### src/common/framer_pkg.sv
package framer_pkg;

    //////////////////////////////////////////////////
    // Sample and word widths
    //////////////////////////////////////////////////

    localparam int SAMPLE_W = 16;

    // One word carries one sample from each channel
    localparam int WORD_W = 2 * SAMPLE_W;

    // Decimation by a power of two, so the average is a shift
    localparam int DECIM_FACTOR = 4;
    localparam int DECIM_SHIFT  = $clog2(DECIM_FACTOR);
    localparam int ACC_W        = SAMPLE_W + DECIM_SHIFT;

    // Frame and word counter
    localparam int FRAME_LEN   = 64;
    localparam int FRAME_CNT_W = 7;

    // Word FIFO
    localparam int FIFO_DEPTH = 16;
    localparam int FIFO_AW    = 4;

    //////////////////////////////////////////////////
    // Bundles
    //////////////////////////////////////////////////

    typedef struct packed {
        logic                       valid;
        logic signed [SAMPLE_W-1:0] data;
    } sample_t;

    typedef struct packed {
        logic              tvalid;
        logic              tlast;
        logic [WORD_W-1:0] tdata;
    } stream_t;

    // Frame FSM states
    typedef enum logic [1:0] {
        IDLE,
        SEND,
        HOLD
    } streamer_state_t;

endpackage

### src/hw/channel_decimator.sv
`timescale 1ns/10ps

module channel_decimator import framer_pkg::*; (
    input  logic    clk,
    input  logic    reset_b,
    input  sample_t sample_in,
    output sample_t dec_out
);

    // Running sum of the current group, wide enough for four samples
    logic signed [ACC_W-1:0]    acc;
    logic signed [ACC_W-1:0]    sample_ext;
    logic signed [ACC_W-1:0]    sum;

    // Position inside the group of four
    logic [DECIM_SHIFT-1:0]     grp_cnt;
    logic                       group_done;

    // Output registers
    logic                       dec_valid;
    logic signed [SAMPLE_W-1:0] dec_data;

    //////////////////////////////////////////////////
    // Accumulate
    //////////////////////////////////////////////////

    // Sign extend the incoming sample to accumulator width
    assign sample_ext = {{DECIM_SHIFT{sample_in.data[SAMPLE_W-1]}}, sample_in.data};

    assign sum = acc + sample_ext;

    // Fourth accepted sample of the group
    assign group_done = sample_in.valid &&
                        (grp_cnt == DECIM_SHIFT'(DECIM_FACTOR - 1));

    always_ff @(posedge clk or negedge reset_b) begin
        if (!reset_b) begin
            acc     <= '0;
            grp_cnt <= '0;
        end else if (sample_in.valid) begin
            if (group_done) begin
                // Start the next group from zero
                acc     <= '0;
                grp_cnt <= '0;
            end else begin
                acc     <= sum;
                grp_cnt <= grp_cnt + 1'b1;
            end
        end
    end

    //////////////////////////////////////////////////
    // Average output
    //////////////////////////////////////////////////

    // One-cycle strobe after the group closes
    always_ff @(posedge clk or negedge reset_b) begin
        if (!reset_b) begin
            dec_valid <= 1'b0;
        end else begin
            dec_valid <= group_done;
        end
    end

    // Dropping the low bits of a signed sum floors toward minus infinity
    always_ff @(posedge clk) begin
        if (group_done) begin
            dec_data <= sum[ACC_W-1:DECIM_SHIFT];
        end
    end

    assign dec_out.valid = dec_valid;
    assign dec_out.data  = dec_data;

endmodule

### src/hw/frame_streamer/word_fifo.sv
`timescale 1ns/10ps

module word_fifo import framer_pkg::*; (
    input  logic              clk,
    input  logic              reset_b,
    input  logic              wr_en,
    input  logic [WORD_W-1:0] wr_data,
    input  logic              rd_en,
    output logic [WORD_W-1:0] rd_data,
    output logic              empty,
    output logic              overflow
);

    logic [WORD_W-1:0]  mem [FIFO_DEPTH];
    logic [FIFO_AW-1:0] wr_ptr;
    logic [FIFO_AW-1:0] rd_ptr;
    logic [FIFO_AW:0]   count;

    logic               full;
    logic               do_wr;
    logic               do_rd;

    assign full  = (count == (FIFO_AW + 1)'(FIFO_DEPTH));
    assign empty = (count == '0);

    // A write into a full FIFO is lost
    assign do_wr = wr_en && !full;
    assign do_rd = rd_en && !empty;

    //////////////////////////////////////////////////
    // Storage
    //////////////////////////////////////////////////

    always_ff @(posedge clk) begin
        if (do_wr) begin
            mem[wr_ptr] <= wr_data;
        end
    end

    // Head word visible without a read strobe
    assign rd_data = mem[rd_ptr];

    //////////////////////////////////////////////////
    // Pointers, count and overflow flag
    //////////////////////////////////////////////////

    always_ff @(posedge clk or negedge reset_b) begin
        if (!reset_b) begin
            wr_ptr <= '0;
            rd_ptr <= '0;
            count  <= '0;
        end else begin
            if (do_wr) begin
                wr_ptr <= wr_ptr + 1'b1;
            end
            if (do_rd) begin
                rd_ptr <= rd_ptr + 1'b1;
            end
            if (do_wr && !do_rd) begin
                count <= count + 1'b1;
            end else if (do_rd && !do_wr) begin
                count <= count - 1'b1;
            end
        end
    end

    // Sticky until reset
    always_ff @(posedge clk or negedge reset_b) begin
        if (!reset_b) begin
            overflow <= 1'b0;
        end else if (wr_en && full) begin
            overflow <= 1'b1;
        end
    end

endmodule

### src/hw/frame_streamer/frame_streamer.sv
`timescale 1ns/10ps

module frame_streamer import framer_pkg::*; (
    input  logic    clk,
    input  logic    reset_b,
    input  sample_t dec0,
    input  sample_t dec1,
    input  logic    tready,
    output stream_t stream,
    output logic    frame_active,
    output logic    overflow
);

    // Channel pairing
    logic [SAMPLE_W-1:0]    hold0;
    logic [SAMPLE_W-1:0]    hold1;
    logic                   present0;
    logic                   present1;
    logic                   pair_wr;

    // FIFO read side
    logic [WORD_W-1:0]      fifo_rd_data;
    logic                   fifo_empty;

    // Frame control
    streamer_state_t        state;
    streamer_state_t        next_state;
    logic [FRAME_CNT_W-1:0] beat_cnt;
    logic                   last_beat;
    logic                   tvalid;
    logic                   xfer;

    //////////////////////////////////////////////////
    // Pair the two decimated channels
    //////////////////////////////////////////////////

    // Holding registers carry data only
    always_ff @(posedge clk) begin
        if (dec0.valid) begin
            hold0 <= dec0.data;
        end
        if (dec1.valid) begin
            hold1 <= dec1.data;
        end
    end

    // A fresh sample wins over the clear from a pair write
    always_ff @(posedge clk or negedge reset_b) begin
        if (!reset_b) begin
            present0 <= 1'b0;
            present1 <= 1'b0;
        end else begin
            present0 <= dec0.valid || (present0 && !pair_wr);
            present1 <= dec1.valid || (present1 && !pair_wr);
        end
    end

    assign pair_wr = present0 && present1;

    // Channel 1 in the upper half
    word_fifo u_word_fifo (
        .clk      (clk),
        .reset_b  (reset_b),
        .wr_en    (pair_wr),
        .wr_data  ({hold1, hold0}),
        .rd_en    (xfer),
        .rd_data  (fifo_rd_data),
        .empty    (fifo_empty),
        .overflow (overflow)
    );

    //////////////////////////////////////////////////
    // Frame FSM
    //////////////////////////////////////////////////

    always_ff @(posedge clk or negedge reset_b) begin
        if (!reset_b) begin
            state <= IDLE;
        end else begin
            state <= next_state;
        end
    end

    always_comb begin
        next_state = state;
        tvalid     = 1'b0;
        case (state)
            IDLE: begin
                if (!fifo_empty) begin
                    next_state = SEND;
                end
            end
            SEND: begin
                tvalid = !fifo_empty;
                if (tvalid && tready && last_beat) begin
                    next_state = IDLE;
                end else if (tvalid && !tready) begin
                    next_state = HOLD;
                end
            end
            HOLD: begin
                // Head word stays put since nothing is read
                tvalid = 1'b1;
                if (tready) begin
                    next_state = last_beat ? IDLE : SEND;
                end
            end
            default: begin
                next_state = IDLE;
            end
        endcase
    end

    assign xfer = tvalid && tready;

    // Beats within the current frame
    always_ff @(posedge clk or negedge reset_b) begin
        if (!reset_b) begin
            beat_cnt <= '0;
        end else if (xfer) begin
            beat_cnt <= last_beat ? '0 : beat_cnt + 1'b1;
        end
    end

    assign last_beat = (beat_cnt == FRAME_CNT_W'(FRAME_LEN - 1));

    assign stream.tvalid = tvalid;
    assign stream.tlast  = tvalid && last_beat;
    assign stream.tdata  = fifo_rd_data;

    assign frame_active = (state != IDLE);

endmodule

### src/hw/sample_framer_top.sv
`timescale 1ns/10ps

module sample_framer_top import framer_pkg::*; (
    input  logic    clk,
    input  logic    reset_b,
    input  sample_t ch0_in,
    input  sample_t ch1_in,
    input  logic    tready,
    output stream_t stream,
    output logic    frame_active,
    output logic    overflow
);

    // Decimated samples, one strobe per group of four
    sample_t dec0;
    sample_t dec1;

    //////////////////////////////////////////////////
    // Per-channel decimators
    //////////////////////////////////////////////////

    channel_decimator u_dec0 (
        .clk       (clk),
        .reset_b   (reset_b),
        .sample_in (ch0_in),
        .dec_out   (dec0)
    );

    channel_decimator u_dec1 (
        .clk       (clk),
        .reset_b   (reset_b),
        .sample_in (ch1_in),
        .dec_out   (dec1)
    );

    //////////////////////////////////////////////////
    // Pairing, buffering and stream output
    //////////////////////////////////////////////////

    frame_streamer u_frame_streamer (
        .clk          (clk),
        .reset_b      (reset_b),
        .dec0         (dec0),
        .dec1         (dec1),
        .tready       (tready),
        .stream       (stream),
        .frame_active (frame_active),
        .overflow     (overflow)
    );

endmodule

### config.mk
export PLATFORM = sky130hd
export DESIGN_NAME = sample_framer_top
export DESIGN_NICKNAME = d
export VERILOG_FILES = /design/src/common/framer_pkg.sv /design/src/hw/channel_decimator.sv /design/src/hw/frame_streamer/word_fifo.sv /design/src/hw/frame_streamer/frame_streamer.sv /design/src/hw/sample_framer_top.sv
export SDC_FILE = /design/constraint.sdc
export NUM_CORES = 1
export LEC_CHECK = 0
export BUFFER_PORTS_ARGS = -buffer_cell sky130_fd_sc_hd__buf_2
export CAP_MARGIN = 20
export CORE_MARGIN = 10
export CORE_UTILIZATION = 60
export CTS_CLUSTER_SIZE = 28
export DETAILED_ROUTE_END_ITERATION = 8
export PLACE_DENSITY = 0.79
export SLEW_MARGIN = 0
export SYNTH_ARGS = -nofsm -noshare
export SYNTH_HDL_FRONTEND = slang
export SYNTH_SLANG_ARGS = --single-unit
### constraint.sdc
create_clock -name clk -period 3.85 [get_ports clk]
set_clock_uncertainty 0.15 [all_clocks]
set_input_delay 0.385 -clock clk [delete_from_list [all_inputs] [get_ports clk]]
set_output_delay 0.385 -clock clk [all_outputs]
set_load 0.005 [all_outputs]
==> flow_metrics.tcl <==
set metrics [dict create \
    outcome "completed" \
    ir_worst_vdd_v 0.000549 \
    synthArstFlopShare_pct 10.4 \
    crit_family "multiplexers" \
    grt_pass1_vias 13700 \
    port_buffers 72 \
    ys_seq_elements 643 \
    path_class "reg2out" \
    multi_input_area_um2 6590 \
    final_nets 1474 \
    grt_overflow_total 0 \
    relSlewSlack_pct 38.2 \
    die_y_um 227 \
    whs_ns 0.0385 \
    io_pins 73 \
    clock_latency_ns 0.62 \
    grt_pass1_wl_um 86000 \
    path_cells "buf_4 -> mux4_2 -> mux4_2 -> buf_2" \
    min-delay-start "ch1_in[0]" \
    grt_max_degree 68 \
    nFillCells 2485 \
    drive_gt1_share_pct 28.7 \
    p_leak_uw 0.00991 \
    tightest_slew_ns 0.924 \
    crit_cells 4 \
    tns_ns 0 \
    dr.pass1.iters 5 \
    setup_slack_ns 0.248 \
    setup_viol 0 \
    cpMaxStageDelayCell "dfrtp_4" \
    fin_util_pct 68.9 \
    dp_slack_ns 0.482 \
    cp.arrival_ns 3.07 \
    cp-startpoint "u_frame_streamer.u_word_fifo.rd_ptr[0]" \
    hold_viol 0 \
    fmax_mhz 278 \
    syn_inst 1263 \
    cts_root_buf "clkbuf_16" \
    routed_wl_um 56800 \
    layout_min_cycle_time_ns 3.60 \
    cts_tree "yes" \
    p_sw_share_pct 29.3 \
    syn-cell-area_um2 25800 \
    antenna_found_initial 0 \
    initial_utilization_pct 61.2 \
    crit_path_end "stream[12]" \
    final-max-slew-violation-count 0 \
    gp_congestion 0.857 \
    r2r_cells 13 \
    ys_types 70 \
    p_total_uw 21000 \
    crit_path_frequent_cell "mux4_2" \
    critPathBufInv 2 \
    power.switching_uw 6170 \
    syn_area_per_cell_um2 20.5 \
    synth_top_area_share_pct 67.0 \
    route.detailed.drc 0 \
    yosysTopAreaCell "edfxtp_1" \
    area_growth_pct 12.7 \
    grt_usage_pct 22.6 \
    cts_resized 0 \
    ctsLongestPathBuffers 3 \
    worstHoldPathCells 4 \
    cts.sinks 643 \
    core_area_um2 42200 \
    hp-class "in2reg" \
    cp_slowest_stage_delay_ns 0.74 \
    power_density_nw_per_um2 723 \
    drt_iter0_drc 1610 \
    avgRoutedWirePerCell_um 28.8 \
    postCtsSetupRepairBufs 0 \
    dieArea_um2 51700 \
    synth_edf_count 576 \
    power_frac_comb_pct 28.1 \
    hpwl_um 31200 \
    p_seq_share_pct 44.0 \
    yosys-top-cells-area "edfxtp_1 67%, mux4_2 14%, dfrtp_1 6.5%, ha_1 2.4%, xnor2_1 1.1%" \
    crit_required_ns 3.31 \
    ys.warnings.count 0 \
    cp_max_fo 23 \
    synthFlopType "edfxtp_1" \
    ant_nets 0 \
    end_kind "primary output" \
    regArea_um2 19000 \
    fp.dieW_um 227 \
    cts_buffers 60 \
    worstReg2RegEnd "u_frame_streamer.u_word_fifo.count[4]" \
    internal_power_uw 14900 \
    htree_levels 2 \
    rsz0062_at_grt "false" \
    rows 75 \
    ys_seq_area_share_pct 73.5 \
    vias 13100 \
    worstReg2RegStart "u_frame_streamer.u_word_fifo.count[1]" \
    antenna_cells 0 \
    critPathLaunchType "flop" \
    clkTransAtPathRegs_ns 0.06 \
    fin_crit_sh_pct 93.6 \
    cap_violations 0 \
    syn-num-nets 1353 \
    cts_hold_buffers 4 \
    viasPerCell 6.62 \
    reg2reg_setup_slack_ns 0.47 \
    clockPowerShare_pct 27.9 \
]
## how the worst min path moves through the flow
stage                                       to  slack (ns)
CTS                              u_dec1.acc[0]        0.01
floorplan                        u_dec0.acc[0]       -0.06
finish                           u_dec1.acc[0]        0.04
detailed placement   u_frame_streamer.hold1[9]        0.25
global route                     u_dec1.acc[0]        0.07
global placement    u_frame_streamer.hold0[11]        0.25
## stage by stage
stage,instances,instance area (µm²)
floorplan,1263,25800
global placement,1857,27100
detailed placement,1857,27100
CTS,1971,29100
global route,1971,29100
finish,1971,29100
## layout by cell type, fill, tap and decap left out, types with 19 or more instances in the layout
master	instances
dfrtp_1	63
nand2_1	37
mux4_2	160
nor2_1	21
edfxtp_1	576
nor2b_1	21
a31o_2	19
ha_1	50
clkbuf_16	62
xnor2_1	31
a21oi_1	31
buf_2	71
## power by group through the flow
stage	Combinational (µW)	Sequential (µW)	Clock, µW
2_1_floorplan	4480	8980	0
3_3_place_gp	5720	9320	0
3_5_place_dp	5890	9380	0
4_1_cts	5980	9260	5940
5_1_grt	6430	9350	6200
6_report	5910	9260	5880
## registers in the layout, indices dropped and copies added, names as in the netlist, 5 cells and up
signal,flops
u_frame_streamer.hold0,16
u_dec0.dec_data,16
u_frame_streamer.u_word_fifo.mem,512
u_dec1.dec_data,16
u_dec1.acc,18
u_frame_streamer.hold1,16
u_frame_streamer.u_word_fifo.count,5
u_frame_streamer.beat_cnt,7
u_dec0.acc,18
## logic make-up (layout without fill, tap and decap cells)
logic type               count (synthesis)  count (layout)  synth area share [%]
buffers and inverters                   67             236                  1.10
XOR/XNOR                                44              44                  1.49
AND/OR/NAND/NOR                        147             147                  3.00
flip-flops                             643             643                  73.5
AO/OA/AOI/OAI                          142             142                  4.04
multiplexers                           167             167                  14.3
adder cells (fa/ha/maj)                 53              53                  2.65
## worst register-to-register path, cell delays in order, from the launching register on
cell	delay, ns
dfrtp_1	0.44
nor4_2	0.40
nand2b_1	0.20
a21o_1	0.23
and2_1	0.18
nand3_1	0.18
ha_1	0.22
inv_1	0.11
fa_1	0.42
a21o_1	0.21
a21oi_1	0.17
xnor2_1	0.13
nor2_1	0.06
xor2_1	0.15
## layout make-up
class | count | area share, %
Clock buffer | 77 | 5.59
Clock inverter | 33 | 1.07
Inverter | 18 | 0.232
Multi-Input combinational cell | 553 | 22.6
Sequential cell | 643 | 65.2
Tap cell | 539 | 2.32
Timing Repair Buffer | 108 | 2.94
## synth_stat cells (2+ instances only)
cell,n
a211o_1,3
xor2_1,13
buf_1,5
and3_1,8
buf_2,14
o31ai_1,3
a31o_2,19
a21o_1,16
mux4_2,160
ha_1,50
nor2b_1,21
o31a_1,2
nor3b_1,2
and4_1,2
fa_1,3
nand3_1,12
nand2b_1,6
o21a_1,4
or3_1,2
o21ai_1,5
nor3_1,4
a21oi_2,2
a21oi_1,31
nand4_1,4
a31oi_1,3
inv_1,16
nand2_1,37
a211oi_1,2
dfrtp_1,67
and2_1,21
clkinv_1,2
clkbuf_1,27
o21ai_0,16
nor2_1,21
a221o_1,2
a22o_1,12
xnor2_1,31
mux2_2,6
edfxtp_1,576
o211ai_1,3
## per-layer routing
metal  part of all wire (%)  global-route usage, %  vias to the layer above
li1                       -                      -                     5426
met1                     38                   29.6                     6777
met2                     51                   37.8                      739
met3                    8.5                   4.67                      108
met4                    2.6                   7.16                        0
met5                      0                      0                        -
No activity file was read; power rests on OpenSTA's default activity.
